[src/source/serial_deserializer.sv]
// msb-first shift-in register, instantiated once for the header and once for write words
`timescale 1ns/1ps

module serial_deserializer #(
    parameter type payload_t = logic [7:0]
) (
    input  logic     clk,
    input  logic     rstN,
    input  logic     bit_in,
    input  logic     shift,
    input  logic     clear,
    output payload_t payload,
    output logic     full
);

    localparam int BITS  = $bits(payload_t);
    localparam int CNT_W = $clog2(BITS + 1);

    logic [BITS-1:0]  data;
    logic [CNT_W-1:0] count;
    logic             take;

    // shifts are ignored once the payload is complete
    assign take = shift && !full && !clear;

    always_ff @(posedge clk or negedge rstN) begin
        if (!rstN) begin
            count <= '0;
            full  <= 1'b0;
        end else if (clear) begin
            count <= '0;
            full  <= 1'b0;
        end else if (take) begin
            count <= count + 1'b1;
            if (count == CNT_W'(BITS - 1)) begin
                full <= 1'b1;
            end
        end
    end

    // new bit enters at the bottom, older bits move up
    always_ff @(posedge clk) begin
        if (take) begin
            data <= {data[BITS-2:0], bit_in};
        end
    end

    assign payload = payload_t'(data);

endmodule

[config.mk]
export PLATFORM = sky130hd
export DESIGN_NAME = serial_deserializer
export DESIGN_NICKNAME = d
export VERILOG_FILES = /design/src/source/serial_deserializer.sv
export SDC_FILE = /design/constraint.sdc
export NUM_CORES = 1
export LEC_CHECK = 0
export BUFFER_PORTS_ARGS = -buffer_cell sky130_fd_sc_hd__buf_2
export CAP_MARGIN = 20
export CORE_UTILIZATION = 35
export CTS_CLUSTER_DIAMETER = 100
export DETAILED_ROUTE_END_ITERATION = 16
export PLACE_DENSITY = 0.66
export SYNTH_ARGS = -nofsm -noshare
export SYNTH_HDL_FRONTEND = slang
export SYNTH_SLANG_ARGS = --single-unit
[constraint.sdc]
create_clock -name clk -period 4.51 [get_ports clk]
set_clock_uncertainty 0.15 [all_clocks]
set_input_delay 0.902 -clock clk [delete_from_list [all_inputs] [get_ports clk]]
set_output_delay 0.902 -clock clk [all_outputs]
set_load 0.02 [all_outputs]
==> key figures <==
Floorplanning
  – FP Rows: 13
  – Core area: around 1300 um^2
  – I/O pin count: 14
  – Overall die width: 39.20 um
  – Starting Density: a little under two fifths
  – Die area: 1536 um^2
  – Die H: 39.20 um

Setup path
  – Crit-path max FO: 5
  – Top cell family by delay on the critical path: flip-flops
  – CP max stage cell: dfrtp_1
  – CP required: 3.46 ns
  – Worst path arrival time: 0.87 ns
  – CP bufs+invs: 1
  – Worst setup EP type: output port
  – Worst path cell trace: buf_2
  – Type of origin of the critical path: flop
  – Crit Path Category: reg -> out
  – Critical Path Max Stage Delay: 0.42 ns

Outcome
  – Outcome: completed

Drt
  – DR vias: about 310
  – Post-route DRC: 0
  – Antenna Violating Nets Remaining: 0
  – Final WL: 721 um
  – DRT iter0 DRCs: 3
  – WL per Instance: 11.27 um
  – Drt pass-1 iters: 4
  – Via/cell ratio: 4.891

Synth
  – Synth top area cells: edfxtp_1 50%, dfrtp_1 26%, nor2_1 3.1%, nand2b_4 2.8%, ha_1 2.6%
  – Synth Net Count: 38
  – Yosys reg bits: 13
  – Post-synth ARST share: 38.46%
  – Ys Warns: 0
  – Count leader, synth: edfxtp_1
  – EDFF count, synth: 8
  – Most frequent cells after synthesis: 8 x edfxtp_1, 5 x dfrtp_1, 4 x nor2_1, 2 x a21oi_1, 2 x nand2_1
  – Area leader, netlist: edfxtp_1
  – Distinct cells, synth: 16
  – Yosys top cell area share: 49.61%
  – Gate Count Post-Synth: 32
  – Syn avg cell area: 15.13 um^2
  – Synth Flop Type: edfxtp_1
  – Post-synthesis sequential area ratio: ~75%
  – Mapped cell area: between 400 and 500 um^2

Layout
  – Fraction of layout cells with a size suffix above 1: 34.69%
  – Register cell area after layout: 365.4 um^2
  – Ant. Diodes: 0
  – Layout filler cell count: 138
  – Layout Utilization: 45.67%
  – Area Overhead vs Synth: 22.74%
  – Final #Nets: between 50 and 60
  – Footprint of the multi-input gates: 115.1 um^2
  – Final instance area: 594.3 um^2

Timing
  – Setup TNS: 0 ns
  – Final min period: 1.925 ns
  – Final Hold Fails: 0
  – Post-route clock period utilization: a little over two fifths
  – Worst-margin pin slew: 0.6058 ns
  – Unrepaired setup endpoints after global routing: false
  – Rel. slew slack: 59.46%
  – Fmax achieved: 0.5194 GHz
  – Final hold slack: 0.2724 ns
  – Final setup viols: 0
  – Slew Viols, Final: 0

Flow run
  – Max-Cap Viols: 0

Clock network
  – Max Root-Sink Buffers: 2
  – CTS Root Cell: clkbuf_4
  – Reg clk slew, reported paths: 0.08 ns
  – Post-CTS Setup Bufs: 0
  – Cts hold-fix bufs: 0
  – Post-CTS sizing: 0
  – Clk Latency, worst-skew pair: 0.27 ns
  – H-tree Lvls: 1
  – CTS Buf Count: 3
  – CTS tree: built
  – Clk sink count: 13

Pwr
  – Power Dens Cells: around 370 nW/um^2
  – Peak supply drop: 159.1 uV
  – P_leak: ~0.25 nW

GRT
  – GRT overflow: 0
  – Largest net degree at the start of global routing: 9
  – Initial antenna violation count: 0
  – Vias in the first global route: ~290
  – Global-route wire length before repair: 1166 um
  – Overall Global Routing Usage: 12.45%

Placed design
  – Dpl hpwl: 542.9 um
  – IO Port Bufs: 13
  – DP Area: 568.0 um^2
  – Routability cong.: 0.7259

Worst hold path
  – Worst hold path class: in -> async
==> logic make-up (layout without fill, tap and decap cells) <==
kind of cell | after synthesis | in the layout | share of synthesized area [%]
xor gates and xnor gates | 2 | 2 | 3.618
adders and majority gates | 1 | 1 | 2.584
and+or+nand+nor | 11 | 11 | 12.66
DFF | 13 | 13 | 75.45
AOI/OAI and AO/OA | 4 | 4 | 4.909
buffers and inverters | 1 | 18 | 0.7745
==> layout by cell type, fill, tap and decap left out, drive strengths merged, types with 2 or more instances in the layout <==
master and instances:
edfxtp 8, clkbuf 4, nor2 4, a21oi 2, nand2 2, buf 13
dfrtp 5
==> cell type report <==
cell class / count / area share, %
multi-input cells: 18 / 19.37
well taps: 15 / 3.158
flip-flops and latches: 13 / 61.47
inverters: 1 / 0.6316
clock buffers: 4 / 4.421
repair buffers: 13 / 10.95
==> path summary, 6_finish.rpt <==
path	to	startpoint	depth (start not counted)	slack, ns
max in group asynchronous	count[1]	rstN	1	3.81
max	full	full	1	2.58
max reg2reg	payload[1]	full	2	2.93
min in group clk	payload[7]	payload[6]	0	0.30
min reg2reg	payload[7]	payload[6]	0	0.30
min	full	rstN	1	0.27
==> power breakdown <==
group	internal (W)	switching [W]
logic	0.00000579	0.0000100
registers	0.000131	0.00000278
clock network	0.0000343	0.0000361
total	0.000171	0.0000488
==> state kept, by name, summed over array words and instances, names as in the netlist <==
name and cells:
full 1, count 4, payload 8
==> layer usage <==
layer	vias up	global-route usage, %	wire, um
li1	147	-	-
met1	156	15.19	326
met2	8	16.67	343
met3	2	5.202	41
met4	0	10.34	9
met5	-	0	0
==> through the flow <==
stage	power (W)	setup WS (ns)	cells
after floorplan	0.0001455	2.668	32
after global placement	0.0001527	2.418	60
after detailed placement	0.0001528	2.409	60
after CTS	0.0002244	2.565	64
after global routing	0.0002298	2.518	64
final	0.0002203	2.585	64
Note: power is estimated with default switching activity, not from simulation.
