`config.mk`:
```
export PLATFORM = sky130hd
export DESIGN_NAME = word_serializer
export DESIGN_NICKNAME = d
export VERILOG_FILES = /design/src/source/serial_bus_pkg.sv /design/src/source/word_serializer.sv
export SDC_FILE = /design/constraint.sdc
export NUM_CORES = 1
export LEC_CHECK = 0
export BUFFER_PORTS_ARGS = -buffer_cell sky130_fd_sc_hd__buf_2
export CAP_MARGIN = 25
export CORE_ASPECT_RATIO = 1.25
export CORE_MARGIN = 5
export CORE_UTILIZATION = 45
export CTS_CLUSTER_DIAMETER = 100
export CTS_CLUSTER_SIZE = 30
export DETAILED_ROUTE_END_ITERATION = 10
export PLACE_DENSITY = 0.76
export SYNTH_ARGS = -nofsm -noshare
export SYNTH_HDL_FRONTEND = slang
export SYNTH_SLANG_ARGS = --single-unit
```
`constraint.sdc`:
```
create_clock -name clk -period 1.9 [get_ports clk]
set_clock_uncertainty 0.1 [all_clocks]
set_input_delay 0.38 -clock clk [delete_from_list [all_inputs] [get_ports clk]]
set_output_delay 0.38 -clock clk [all_outputs]
set_load 0.02 [all_outputs]
```
`src/source/serial_bus_pkg.sv`:
```
// shared header layout, word and address types of the serial slave, referenced by scoped name
package serial_bus_pkg;

    // serial word and header field widths
    localparam int DATA_WIDTH  = 32;
    localparam int ADDR_WIDTH  = 8;
    localparam int ID_WIDTH    = 2;
    localparam int START_WIDTH = 3;

    // every valid header opens with this pattern
    localparam logic [START_WIDTH-1:0] START_CODE = 3'b111;

    // start + target id + write + burst + address
    localparam int HEADER_BITS = START_WIDTH + ID_WIDTH + 1 + 1 + ADDR_WIDTH;

    typedef logic [DATA_WIDTH-1:0] word_t;
    typedef logic [ADDR_WIDTH-1:0] addr_t;

    // first bit seen on control ends up in the top of start
    typedef struct packed {
        logic [START_WIDTH-1:0] start;
        logic [ID_WIDTH-1:0]    target_id;
        logic                   write;
        logic                   burst;
        addr_t                  addr;
    } header_t;

endpackage

```
`src/source/word_serializer.sv`:
```
// msb-first shift-out register that drives the serial read data line
`timescale 1ns/1ps

module word_serializer (
    input  logic                  clk,
    input  logic                  rstN,
    input  logic                  load,
    input  serial_bus_pkg::word_t word,
    input  logic                  advance,
    output logic                  rd_bit,
    output logic                  done
);

    localparam int CNT_W = $clog2(serial_bus_pkg::DATA_WIDTH);

    serial_bus_pkg::word_t shreg;
    logic [CNT_W-1:0]      count;
    logic                  active;

    always_ff @(posedge clk or negedge rstN) begin
        if (!rstN) begin
            shreg  <= '0;
            count  <= '0;
            active <= 1'b0;
            done   <= 1'b0;
        end else if (load) begin
            shreg  <= word;
            count  <= '0;
            active <= 1'b1;
            done   <= 1'b0;
        end else if (active && advance) begin
            // current msb was consumed, present the next one
            shreg <= shreg << 1;
            count <= count + 1'b1;
            if (count == CNT_W'(serial_bus_pkg::DATA_WIDTH - 1)) begin
                active <= 1'b0;
                done   <= 1'b1;
            end
        end
    end

    // a low advance leaves shreg alone, so rd_bit holds through a stall
    assign rd_bit = shreg[serial_bus_pkg::DATA_WIDTH-1];

endmodule

```
==> flow_summary_export.csv <==
group,metric,value,unit
run_status,status,"complete, no violations",
cts,cts-root-buf,"clkbuf_8",
yosys,syn_area,1808,um2
global_route,met3_usage,3.181,%
routing,wl,3084,um
sta,drv_slew,0,
sta,fin_ws,0.3798,ns
global_route,use_met1,15.12,%
sta,slew_headroom,68.63,%
cells_and_area,finalNonFillerCells,260,
cts,cts_resized,0,
place,placedCellCount,251,
cells_and_area,syn_to_final_growth,18.48,%
sta,min_period,1.520,ns
cells_and_area,drive_above_1_share,23.30,%
routing,drc,0,
place,port_buffers,37,
cts,clock_sinks,39,
cts,clk_latency,0.29,ns
power_and_ir_drop,p_switching,0.0004278,W
routing,viasPerCell,4.838,
cells_and_area,stdcell_area,2142,um2
min_path,min_path_type,"primary input to flip-flop",
sta,finalSetupViolations,0,
sta,max_freq,657.8,MHz
yosys,syn_inst,171,
min_path,hold_path_depth,3,
global_route,globalRouteMet2Util,21.33,%
routing,ant_nets,0,
yosys,syn_area_per_cell,10.57,um2
critical_path,rr_worst_depth,3,
yosys,syn_nets,209,
global_route,grt_antenna_before_repair,0,
routing,vias,1258,
sta,tns,0,ns
die,pin_count,38,
routing,dr.pass1.iters,4,
critical_path,cp_cell_sequence,"nand2_8, or3_1, a21oi_1",
global_route,grt_busiest_layer,"met2",
sta,hold_violations,0,
yosys,yosysWarningCount,0,
cts,cts_buffers,5,
global_route,grt_pass1_wl,5257,um
critical_path,required,2.02,ns
die,dieArea,5393,um2
die,die_w,66.70,um
place,placement.cell_area,2014,um2
yosys,yosysUniqueCellTypes,16,
critical_path,path_class,"flip-flop to flip-flop",
die,fp-row-count,25,
sta,fin_crit_sh,80.01,%
critical_path,cp-end-kind,"flip-flop",
power_and_ir_drop,clock_power_share,37.5,%
global_route,overflow,0,
place,dp_slack,0.3535,ns
power_and_ir_drop,pwr-share-seq,50.7,%
critical_path,arrival,1.64,ns
critical_path,crit_family,"simple AND/OR/NAND/NOR gates",
power_and_ir_drop,power_frac_comb,11.8,%
cts,htreeDepth,2,
cts,tritoncts,"built",
cells_and_area,final_util,55.67,%
critical_path,cp.depth,3,
die,start_util,46.99,%
place,dp_hpwl,2214,um
global_route,grt_max_degree,72,
cells_and_area,num_antenna_cells,0,
critical_path,start_kind,"flip-flop",
run,drv_cap,0,
power_and_ir_drop,p_leak,1.067,nW
yosys,ys_ff_latch,39,
yosys,synth-seq-area-share,53.98,%
sta,worst_slew_pin_slew,0.4705,ns
critical_path,critPathMaxFanout,37,
cells_and_area,nets,243,
global_route,grt_pass1_vias,1255,
power_and_ir_drop,pwr_density_cell,870.1,nW/um2
critical_path,crit_buf_inv,0,
routing,wl_per_cell,11.86,um
die,die_h,80.87,um
cts,cts_buffer_depth,2,
cts,cts.clk_slew.worst_paths,0.07,ns
sta,rsz0062_at_grt,"no",
power_and_ir_drop,vdd_drop_max,0.0005825,V
critical_path,critPathSlowestCell,"dfrtp_1",
power_and_ir_drop,switching_share,22.96,%
critical_path,crit_path_max_incr_delay,0.53,ns
routing,drtIter0Drc,53,
cells_and_area,fill_cells,368,
power_and_ir_drop,p_int,0.001436,W
place,gpl.final_weighted_congestion,0.7414,
die,core,3847,um2
global_route,grt_usage,12.72,%
==> worst register-to-register path, stage by stage, from the launching register on <==
cell and delay, ns:
dfrtp_1 0.53, nand2_8 0.26, or3_1 0.43, a21oi_1 0.14
==> routing by layer <==
layer	up-vias	part of all wire, %
li1	653	-
met1	574	43
met2	26	51
met3	5	4.5
met4	0	2.3
met5	-	0
==> layout make-up <==
| cell class | count | area [um2] | share of cell area, % |
|---|---|---|---|
| clock buffer | 6 | 82.58 | 3.855 |
| clock inverter | 2 | 35.03 | 1.636 |
| multi-input combinational | 119 | 745.7 | 34.81 |
| sequential | 39 | 975.9 | 45.56 |
| tap | 54 | 67.56 | 3.154 |
| timing repair buffer | 40 | 235.2 | 10.98 |
==> sequential cells by signal, summed over array words and instances, names as in the netlist <==
name,flops
count,5
done,1
shreg,32
active,1
==> worst paths after layout <==
kind | from | slack [ns] | endpoint
min reg2reg | done | 0.39 | done
max in group asynchronous | rstN | 0.76 | shreg[5]
min in group asynchronous | rstN | 0.47 | shreg[10]
max reg2reg | active | 0.38 | count[3]
min | word[31] | 0.19 | shreg[31]
max | active | 0.38 | count[3]
==> cell usage in the layout, fill, tap and decap left out, drive strengths merged <==
master,count
a21o,1
a21oi,3
a31oi,1
and3,1
buf,39
bufinv,1
clkbuf,6
clkinv,1
dfrtp,39
dlygate4sd3,1
ha,2
mux2i,31
nand2,37
nand3,4
nor2,3
o21ai,33
or3,1
xor2,2
==> kinds of logic after synthesis <==
family	after synthesis	share of synthesized area (%)
AO/OA/AOI/OAI	38	10.73
XOR/XNOR	2	0.9690
adder cells (fa/ha/maj)	2	1.384
buffers and inverters	13	4.775
flip-flops	39	53.98
multiplexers	31	17.16
AND/OR/NAND/NOR	46	11.00
==> cells in the mapped netlist <==
library cell	count	share of area [%]
dfrtp_1	39	54
nand2_1	36	7.5
o21ai_0	33	9.1
mux2i_1	31	17
clkbuf_1	8	1.7
buf_6	5	3.1
nand3_1	4	1.1
a21oi_1	3	0.83
nor2_1	3	0.62
ha_1	2	1.4
xor2_1	2	0.97
a21o_1	1	0.42
a31oi_1	1	0.35
and3_1	1	0.35
nand2_8	1	1.1
or3_1	1	0.35
==> power groups by stage <==
stage          registers (W)  logic (W)  clock network (W)
2_1_floorplan       0.000953   0.000145                  0
3_3_place_gp        0.000959   0.000218                  0
3_5_place_dp        0.000962   0.000223                  0
4_1_cts             0.000945   0.000226           0.000716
5_1_grt             0.000956   0.000254           0.000755
6_report            0.000944   0.000220           0.000700
==> repair_timing <==
action                                 4_1_cts  5_1_grt
setup buffers                                0        0
hold buffers                                 1        0
endpoints found under the hold margin       19        0
==> metrics by stage <==
step	total power (W)	hold WS, ns
floorplan	0.001099	-0.01559
global placement	0.001177	0.2619
detailed placement	0.001184	0.2637
CTS	0.001887	0.1871
global route	0.001965	0.1842
finish	0.001864	0.1928
No activity file was read; power rests on OpenSTA's default activity.
