**config.mk**
```make
export PLATFORM = sky130hd
export DESIGN_NAME = transfer_controller_flat
export DESIGN_NICKNAME = d
export VERILOG_FILES = /design/src/source/serial_bus_pkg.sv /design/src/source/mem_port_if.sv /design/src/source/transfer_controller.sv /design/src/flat_wrapper.sv
export SDC_FILE = /design/constraint.sdc
export NUM_CORES = 1
export LEC_CHECK = 0
export ABC_CLOCK_PERIOD_IN_PS = 4500
export BUFFER_PORTS_ARGS = -buffer_cell sky130_fd_sc_hd__buf_2
export CORE_UTILIZATION = 37
export DETAILED_ROUTE_END_ITERATION = 7
export GPL_TIMING_DRIVEN = 0
export PLACE_DENSITY = 0.86
export SETUP_SLACK_MARGIN = 0.15
export SLEW_MARGIN = 20
export SYNTH_ARGS = -nofsm -noshare
export SYNTH_HDL_FRONTEND = slang
export SYNTH_SLANG_ARGS = --single-unit
```
**constraint.sdc**
```tcl
create_clock -name clk -period 4.5 [get_ports clk]
set_input_delay 0.225 -clock clk [delete_from_list [all_inputs] [get_ports clk]]
set_output_delay 0.225 -clock clk [all_outputs]
set_load 0.05 [all_outputs]
```
**src/source/serial_bus_pkg.sv**
```systemverilog
// shared header layout, word and address types of the serial slave, referenced by scoped name
package serial_bus_pkg;

    // serial word and header field widths
    localparam int DATA_WIDTH  = 32;
    localparam int ADDR_WIDTH  = 8;
    localparam int ID_WIDTH    = 2;
    localparam int START_WIDTH = 3;

    // every valid header opens with this pattern
    localparam logic [START_WIDTH-1:0] START_CODE = 3'b111;

    // start + target id + write + burst + address
    localparam int HEADER_BITS = START_WIDTH + ID_WIDTH + 1 + 1 + ADDR_WIDTH;

    typedef logic [DATA_WIDTH-1:0] word_t;
    typedef logic [ADDR_WIDTH-1:0] addr_t;

    // first bit seen on control ends up in the top of start
    typedef struct packed {
        logic [START_WIDTH-1:0] start;
        logic [ID_WIDTH-1:0]    target_id;
        logic                   write;
        logic                   burst;
        addr_t                  addr;
    } header_t;

endpackage

```
**src/source/mem_port_if.sv**
```systemverilog
// word port between the transfer controller and the slave memory, one modport per side
`timescale 1ns/1ps

interface mem_port_if (
    input logic clk
);

    // write strobe, taken on the clock edge
    logic                  we;
    // read strobe, rdata follows one cycle later
    logic                  re;
    serial_bus_pkg::addr_t addr;
    serial_bus_pkg::word_t wdata;
    serial_bus_pkg::word_t rdata;

    modport controller (
        output we,
        output re,
        output addr,
        output wdata,
        input  rdata
    );

    modport memory (
        input  clk,
        input  we,
        input  re,
        input  addr,
        input  wdata,
        output rdata
    );

endinterface

```
**src/source/transfer_controller.sv**
```systemverilog
// fsm that decodes serial headers, sequences write and read words and steps the memory address
`timescale 1ns/1ps

module transfer_controller #(
    parameter int SLAVE_ID = 1
) (
    input  logic                    clk,
    input  logic                    rstN,
    input  logic                    control,
    input  logic                    valid,
    input  logic                    last,
    input  serial_bus_pkg::header_t header,
    input  logic                    header_full,
    input  serial_bus_pkg::word_t   word_in,
    input  logic                    word_full,
    input  logic                    ser_done,
    output logic                    header_shift,
    output logic                    header_clear,
    output logic                    word_shift,
    output logic                    word_clear,
    output logic                    ser_load,
    output serial_bus_pkg::word_t   ser_word,
    output logic                    ready,
    mem_port_if.controller          mem
);

    typedef enum logic [2:0] {
        s_idle,
        s_header,
        s_decode,
        s_write_data,
        s_fetch,
        s_load,
        s_read_data
    } state_t;

    state_t                state;
    serial_bus_pkg::addr_t addr;
    logic                  burst;
    // master flagged the final word of a burst
    logic                  saw_last;
    logic                  hdr_match;
    logic                  word_end;

    assign hdr_match = (header.start == serial_bus_pkg::START_CODE)
                    && (header.target_id == serial_bus_pkg::ID_WIDTH'(SLAVE_ID));

    // transfer stops after this word unless a burst is still running
    assign word_end = !burst || saw_last;

    // first header bit is taken straight from idle
    assign header_shift = (state == s_idle && control)
                       || (state == s_header && !header_full);
    assign header_clear = (state == s_decode);

    assign word_shift = (state == s_write_data) && valid && !word_full;
    assign word_clear = (state == s_decode)
                     || (state == s_write_data && word_full);

    // low while a word is stored or the next read word is on its way
    assign ready = (state == s_idle)
                || (state == s_write_data && !word_full)
                || (state == s_read_data && !ser_done);

    assign mem.we    = (state == s_write_data) && word_full;
    assign mem.re    = (state == s_fetch);
    assign mem.addr  = addr;
    assign mem.wdata = word_in;

    // memory word arrives in the cycle of the load
    assign ser_load = (state == s_load);
    assign ser_word = mem.rdata;

    always_ff @(posedge clk or negedge rstN) begin
        if (!rstN) begin
            state    <= s_idle;
            addr     <= '0;
            burst    <= 1'b0;
            saw_last <= 1'b0;
        end else begin
            case (state)
                s_idle: begin
                    if (control) begin
                        state <= s_header;
                    end
                end

                s_header: begin
                    if (header_full) begin
                        state <= s_decode;
                    end
                end

                s_decode: begin
                    saw_last <= 1'b0;
                    if (hdr_match) begin
                        addr  <= header.addr;
                        burst <= header.burst;
                        state <= header.write ? s_write_data : s_fetch;
                    end else begin
                        // wrong start code or another target, drop it
                        state <= s_idle;
                    end
                end

                s_write_data: begin
                    if (word_full) begin
                        saw_last <= 1'b0;
                        if (word_end) begin
                            state <= s_idle;
                        end else begin
                            addr <= addr + 1'b1;
                        end
                    end else if (valid && last) begin
                        // ready is high here, so this bit was accepted
                        saw_last <= 1'b1;
                    end
                end

                s_fetch: begin
                    state <= s_load;
                end

                s_load: begin
                    state <= s_read_data;
                end

                s_read_data: begin
                    if (ser_done) begin
                        saw_last <= 1'b0;
                        if (word_end) begin
                            state <= s_idle;
                        end else begin
                            addr  <= addr + 1'b1;
                            state <= s_fetch;
                        end
                    end else if (valid && last) begin
                        saw_last <= 1'b1;
                    end
                end

                default: begin
                    state <= s_idle;
                end
            endcase
        end
    end

endmodule

```
**src/flat_wrapper.sv**
```systemverilog
// flat-port wrapper written by rule: the top's interface ports become plain ports
module transfer_controller_flat 
#(
    parameter int SLAVE_ID = 1
)
  (clk, rstN, control, valid, last, header, header_full, word_in, word_full, ser_done, header_shift, header_clear, word_shift, word_clear, ser_load, ser_word, ready, mem_we, mem_re, mem_addr, mem_wdata, mem_rdata);
  mem_port_if mem_i (.clk(clk));
  input  logic clk;
  input  logic rstN;
  input  logic control;
  input  logic valid;
  input  logic last;
  input  serial_bus_pkg::header_t header;
  input  logic header_full;
  input  serial_bus_pkg::word_t word_in;
  input  logic word_full;
  input  logic ser_done;
  output logic header_shift;
  output logic header_clear;
  output logic word_shift;
  output logic word_clear;
  output logic ser_load;
  output serial_bus_pkg::word_t ser_word;
  output logic ready;
  output wire logic [$bits(mem_i.we)-1:0] mem_we;
  output wire logic [$bits(mem_i.re)-1:0] mem_re;
  output wire logic [$bits(mem_i.addr)-1:0] mem_addr;
  output wire logic [$bits(mem_i.wdata)-1:0] mem_wdata;
  input wire logic [$bits(mem_i.rdata)-1:0] mem_rdata;
  assign mem_we = mem_i.we;
  assign mem_re = mem_i.re;
  assign mem_addr = mem_i.addr;
  assign mem_wdata = mem_i.wdata;
  assign mem_i.rdata = mem_rdata;
  transfer_controller #(.SLAVE_ID(SLAVE_ID)) u_core (.clk(clk), .rstN(rstN), .control(control), .valid(valid), .last(last), .header(header), .header_full(header_full), .word_in(word_in), .word_full(word_full), .ser_done(ser_done), .header_shift(header_shift), .header_clear(header_clear), .word_shift(word_shift), .word_clear(word_clear), .ser_load(ser_load), .ser_word(ser_word), .ready(ready), .mem(mem_i));
endmodule
```
==> results of run 1 <==
## cell families after synthesis
| group | after synthesis |
|---|---|
| buffers and inverters | 80 |
| AOI/OAI and AO/OA | 40 |
| and+or+nand+nor | 38 |
| DFF | 13 |
| muxes | 4 |
| xor gates and xnor gates | 2 |
| adders and majority gates | 1 |
## timing repair
action	4_1_cts	5_1_grt
buffers inserted	0	0
resized for setup	0	0
hold buffers	1	0
hold endpoints to repair	13	0
## state kept, by name (all words and copies together), names as in the netlist
signal / cells
u_core.mem.addr: 8
u_core.state: 3
u_core.burst: 1
u_core.saw_last: 1
## cells in the final DEF (no fill, tap or decap), types with 4 or more instances in the layout
cell type,netlist,layout
nand3_1,8,8
buf_2,1,103
inv_1,6,6
a21oi_1,8,8
clkbuf_1,4,5
o32ai_1,4,4
nand2b_1,4,4
buf_4,66,66
a31oi_1,6,6
dfrtp_1,13,13
nor3b_1,4,4
nand2_1,4,4
o211ai_1,4,4
## final timing paths
kind,to,startpoint,cells past startpoint,slack (ns)
setup / recovery,u_core.mem.addr[1],u_core.state[0],6,2.29
hold / removal,u_core.state[2],ser_done,2,0.22
setup reg to reg,u_core.mem.addr[1],u_core.state[0],6,2.29
hold reg to reg,u_core.mem.addr[6],u_core.mem.addr[6],2,0.58
max in group asynchronous,u_core.mem.addr[2],rstN,2,3.88
min in group asynchronous,u_core.mem.addr[6],rstN,2,0.39
## power by group through the flow
| stage | Clock [W] | Sequential (W) | Combinational, W |
|---|---|---|---|
| 3_3_place_gp | 0 | 0.000220 | 0.000819 |
| 6_report | 0.000106 | 0.000223 | 0.000832 |
| 4_1_cts | 0.000107 | 0.000222 | 0.000833 |
| 5_1_grt | 0.000113 | 0.000229 | 0.000889 |
| 3_5_place_dp | 0 | 0.000224 | 0.000831 |
| 2_1_floorplan | 0 | 0.000337 | 0.000545 |
## area by class of cell
type	count	area, µm²
Fill cell	357	1650
Multi-Input combinational cell	85	601
Buffer	74	549
Timing Repair Buffer	103	520
Sequential cell	13	325
Tap cell	48	60.1
Clock buffer	4	45.0
Inverter	6	22.5
## per-layer routing
metal,global-route usage,part of all wire
met1,0.171,0.36
met2,0.307,0.53
met3,0.0434,0.098
met4,0.0408,0.0026
met5,0,0
## worst max-delay path: stages, from the launching register on
cell and delay, ns:
dfrtp_1 0.40, buf_4 0.18, xor2_1 0.54, and2_1 0.21
buf_4 0.17, mux2_2 0.34, mux2_4 0.25
## metrics by stage
| stage | hold slack, ns | setup WS, ns | instances | power (W) |
|---|---|---|---|---|
| after floorplan | -0.0706 | 1.55 | 178 | 0.000882 |
| after global placement | 0.127 | 2.35 | 328 | 0.00104 |
| after detailed placement | 0.125 | 2.33 | 328 | 0.00105 |
| after CTS | 0.219 | 2.32 | 333 | 0.00116 |
| after global routing | 0.222 | 2.17 | 333 | 0.00123 |
| final | 0.221 | 2.29 | 333 | 0.00116 |
==> results.ini, run 1 <==
[pwr]
swShare = 0.568
p_switching_w = 0.000659
leakagePower_nw = 1.14
vdd_drop_max_v = 0.000262
power_frac_seq = 0.192
combPwrFrac = 0.717
power_frac_clock = 0.091
p_int_w = 0.000501
power_density_nw_per_um2 = 546

[setup_path]
crit_required_ns = 4.63
cp_max_fo = 10
worst_setup_path_end_kind = register
startpoint_type = register
arrival_ns = 2.34
crit_type = reg -> reg

[drt]
drt_iter0_drc = 28
ant_nets = 0
drc = 0
firstDrtPassIters = 6
via_per_inst = 4.92
wirelength_mm = 3.86
num_vias = 1637
avgRoutedWirePerCell_um = 11.6

[logic_synthesis]
synth_sequential_area_ratio = 0.217
synth_largest_area_cell = buf_4
syn_avg_cell_area_um2 = 8.41
ys.flop_type = dfrtp_1
yosys_warnings = 0
yosys.area_share.simple = 0.164
synth_xor_area_frac = 0.0117
netlist-cell-type-count = 46
synth_area_um2 = 1500
synth_most_common_cell = buf_4
synthTopCellsByCount = buf_4 (66), dfrtp_1 (13), a21oi_1 (8), nand3_1 (8)
synthAdderAreaFrac = 0.00835
syn-num-nets = 266
netlist_instances = 178
synthMuxAreaShare = 0.0317
synth_top_family_by_area = buffers and inverters
ys_async_sr_fraction = 1.00
synthTopCellsByArea = buf_4 (33%), dfrtp_1 (22%), a21oi_1 (2.7%), nand3_1 (2.7%), a31oi_1 (2.5%)
synth_edf_count = 0
synth_seq_cells = 13
synth.top_cell.area_share = 0.331
synth_compound_area_frac = 0.185

[finish]
fin_nets = 374
design_area_um2 = 2120
area_growth_pct = 41.8
final_util = 0.563
drive_above_1_share = 0.649
diodes = 0

[timing]
tightest_slew_ns = 0.670
finalHoldViolCount = 0
setup_tns_ns = 0
fmax_mhz = 453
fin_crit_sh = 0.490
finalSetupViolCount = 0
drv_slew = 0
clock_skew_ns = 0.00317
grt_setup_unrepaired = false
period_minus_slack_ns = 2.21
relSlewSlack = 0.552

[grt]
grt_pass1_vias = 1302
grt_overflow = 0
grt_max_degree = 14
grt_usage = 0.161
grt_pass1_wl_mm = 5.51
antenna_found_initial = 0

[status]
status = complete, no violations

[clock_tree]
cts_root_buf = clkbuf_8
cts_buffer_depth = 2
clk_pin_slew_ns = 0.06
cts_num_sinks = 13
cts_tree = built
clk_latency_ns = 0.24
htree_levels = 1
cts_buffers = 3

[floorplan]
ios = 167
dieWidth_um = 65.6
die_y_um = 65.6
initial_core_util = 0.397
row_count = 22
core_um2 = 3770
die_area_um2 = 4310

[place]
place_congestion = 0.812
placed_area_um2 = 2070
port-buffer-count = 102
dp_hpwl_mm = 3.23

[worst_hold_path]
hp-class = in -> reg

[job]
drv_cap = 0

(Power assumes the default switching activity.)
==> inputs of run 2 (changes only) <==
--- a/config.mk
+++ b/config.mk
@@ -5,12 +5,12 @@
 export SDC_FILE = /design/constraint.sdc
 export NUM_CORES = 1
 export LEC_CHECK = 0
-export ABC_CLOCK_PERIOD_IN_PS = 4500
+export ABC_CLOCK_PERIOD_IN_PS = 2100
 export BUFFER_PORTS_ARGS = -buffer_cell sky130_fd_sc_hd__buf_2
-export CORE_UTILIZATION = 37
+export CORE_UTILIZATION = 35
 export DETAILED_ROUTE_END_ITERATION = 7
 export GPL_TIMING_DRIVEN = 0
-export PLACE_DENSITY = 0.86
+export PLACE_DENSITY = 0.82
 export SETUP_SLACK_MARGIN = 0.15
 export SLEW_MARGIN = 20
 export SYNTH_ARGS = -nofsm -noshare
==> constraint.sdc (replaced) <==
create_clock -name clk -period 2.1 [get_ports clk]
set_input_delay 0.105 -clock clk [delete_from_list [all_inputs] [get_ports clk]]
set_output_delay 0.105 -clock clk [all_outputs]
set_load 0.05 [all_outputs]
==> results.ini, run 2 (synthesized netlist as in run 1, its figures left out) <==
[setup_path]
startpoint_type = register
cp_max_fo = 8  ; -2
arrival_ns = 2.02  ; -0.32 ns
reg2regPathDepth = 7  ; +1
rrSetupSlack_ns = 0.20  ; -2.09 ns
r2r-end = u_core.mem.addr[1]
crit_type = reg -> reg
crit_required_ns = 2.23  ; -2.40 ns
worst_setup_path_end_kind = register
r2r_start = u_core.state[0]

[pwr]
vdd_drop_max_v = 0.000550  ; +110%
p_int_w = 0.00121  ; +140%
p_switching_w = 0.00148  ; +120%
power_frac_seq = 0.182  ; -0.010
power_frac_clock = 0.083  ; -0.008
power_density_nw_per_um2 = 1190  ; +120%
power.total_w = 0.00269  ; +130%
swShare = 0.549  ; -0.0193
leakagePower_nw = 1.20  ; +5.7%
combPwrFrac = 0.735  ; +0.018

[timing]
drv_slew = 0  ; unchanged
relSlewSlack = 0.539  ; -0.0125
fin_crit_sh = 0.904  ; +0.414
clock_skew_ns = 0.00391  ; +0.000739 ns
tightest_slew_ns = 0.685  ; +0.0147 ns
finalSetupViolCount = 0  ; unchanged
setup_slack_ns = 0.201  ; -2.09 ns
finalHoldViolCount = 0  ; unchanged
fmax_mhz = 527  ; +16%
grt_setup_unrepaired = false
timing.hold.ws_ns = 0.0960  ; -0.125 ns
period_minus_slack_ns = 1.90  ; -0.308 ns

[finish]
area_growth_pct = 50.5
layout_commonest_cell = buf_2
largest_reg_flops = 8  ; unchanged
fin_nets = 382  ; +2.1%
largest_register = u_core.mem.addr
diodes = 0  ; unchanged
instances_no_fill = 343  ; +3.0%
drive_above_1_share = 0.686  ; +0.0369
reg_top3 = u_core.mem.addr x8, u_core.state x3
final_cell_mix = buf_2 (102), buf_4 (73), dfrtp_1 (13)
design_area_um2 = 2250  ; +6.2%

[clock_tree]
clk_latency_ns = 0.24  ; about the same
clk_pin_slew_ns = 0.05  ; about the same
cts_buffer_depth = 2  ; unchanged
cts_tree = built
cts_num_sinks = 13  ; unchanged
cts_root_buf = clkbuf_8
htree_levels = 1  ; unchanged
cts_buffers = 3  ; unchanged

[place]
placedCellCount = 330  ; +0.61%
port-buffer-count = 102  ; unchanged
pre_cts_ws_ns = -0.0884  ; -2.42 ns
place_congestion = 0.852  ; +5.0%
dp_hpwl_mm = 3.07  ; -5.1%
placed_area_um2 = 2110  ; +1.9%

[drt]
num_vias = 1660  ; +1.4%
wirelength_mm = 3.94  ; +2.0%
avgRoutedWirePerCell_um = 11.5  ; -0.98%
drt_iter0_drc = 81  ; +190%
drc = 0  ; unchanged
ant_nets = 0  ; unchanged
via_per_inst = 4.84  ; -1.6%
firstDrtPassIters = 4  ; -2

[grt]
grt_overflow = 0  ; unchanged
antenna_found_initial = 0  ; unchanged
grt_pass1_wl_mm = 5.31  ; -3.6%
grt_pass1_vias = 1207  ; -7.3%
grt_usage = 0.153  ; -0.00829
grt_max_degree = 14  ; unchanged

[floorplan]
core_um2 = 4060  ; +7.6%
initial_core_util = 0.369  ; -0.0280
die_area_um2 = 4540  ; +5.5%
row_count = 23  ; +4.5%
die_y_um = 67.4  ; +2.7%
dieWidth_um = 67.4  ; +2.7%
ios = 167  ; unchanged

[worst_hold_path]
hold_path_end = u_core.state[2]
hp-class = in -> reg
hold_start = ser_done
hold-path-cell-count = 2  ; unchanged

[status]
status = complete, no violations

[job]
drv_cap = 0  ; unchanged

run 2: area by class of cell:
type / count / area, µm²
fillers: 359 / 1800
repair buffers: 111 / 581
multi-input cells: 85 / 656
plain buffers: 74 / 563
clock buffers: 4 / 45.0
flip-flops and latches: 13 / 325
inverters: 6 / 22.5
well taps: 50 / 62.6
run 2: how the worst max path moves through the flow:
stage,startpoint,endpoint,slack [ns]
after floorplan,u_core.state[2],u_core.mem.addr[1],0.007
after global placement,u_core.state[0],u_core.mem.addr[1],-0.09
after detailed placement,u_core.state[0],u_core.mem.addr[1],-0.09
after CTS,u_core.state[0],u_core.mem.addr[1],0.14
after global routing,u_core.state[0],u_core.state[0],0.14
final,u_core.state[0],u_core.mem.addr[1],0.20
run 2: power by group through the flow:
stage	Sequential [W]	Clock, W	Combinational, W
floorplan	0.000728	0	0.00119
global placement	0.000477	0	0.00178
detailed placement	0.000483	0	0.00180
CTS	0.000479	0.000227	0.00183
global route	0.000506	0.000240	0.00211
finish	0.000488	0.000223	0.00198
run 2: worst max-delay path, stage by stage (launching register included):
cell and delay [ns]:
dfrtp_1 0.41, buf_6 0.17, and3b_1 0.19, o32a_1 0.30, buf_6 0.13, and2_1 0.15
buf_6 0.13, mux2_4 0.28
run 2: stage by stage:
step | util | setup TNS (ns)
floorplan | - | 0
global placement | 0.519 | -0.0896
detailed placement | 0.519 | -0.0884
CTS | 0.538 | 0
global route | 0.556 | 0
finish | 0.556 | 0
run 2: per-layer routing:
metal / part of all wire / wire length [µm] / vias to the layer above / track usage
met2: 0.52 / 2040 / 119 / 0.270
met5: 0 / 0 / - / 0
met4: 0.0069 / 27 / 0 / 0.0426
met1: 0.36 / 1430 / 740 / 0.179
li1: - / - / 797 / -
met3: 0.11 / 436 / 4 / 0.0422
run 2: what timing repair did:
action	in CTS	in global routing
endpoints found under the hold margin	13	0
pin swaps	0	1
endpoints found under the setup margin	2	3
hold buffers	1	0
gates resized for setup	4	6
setup buffers	0	8
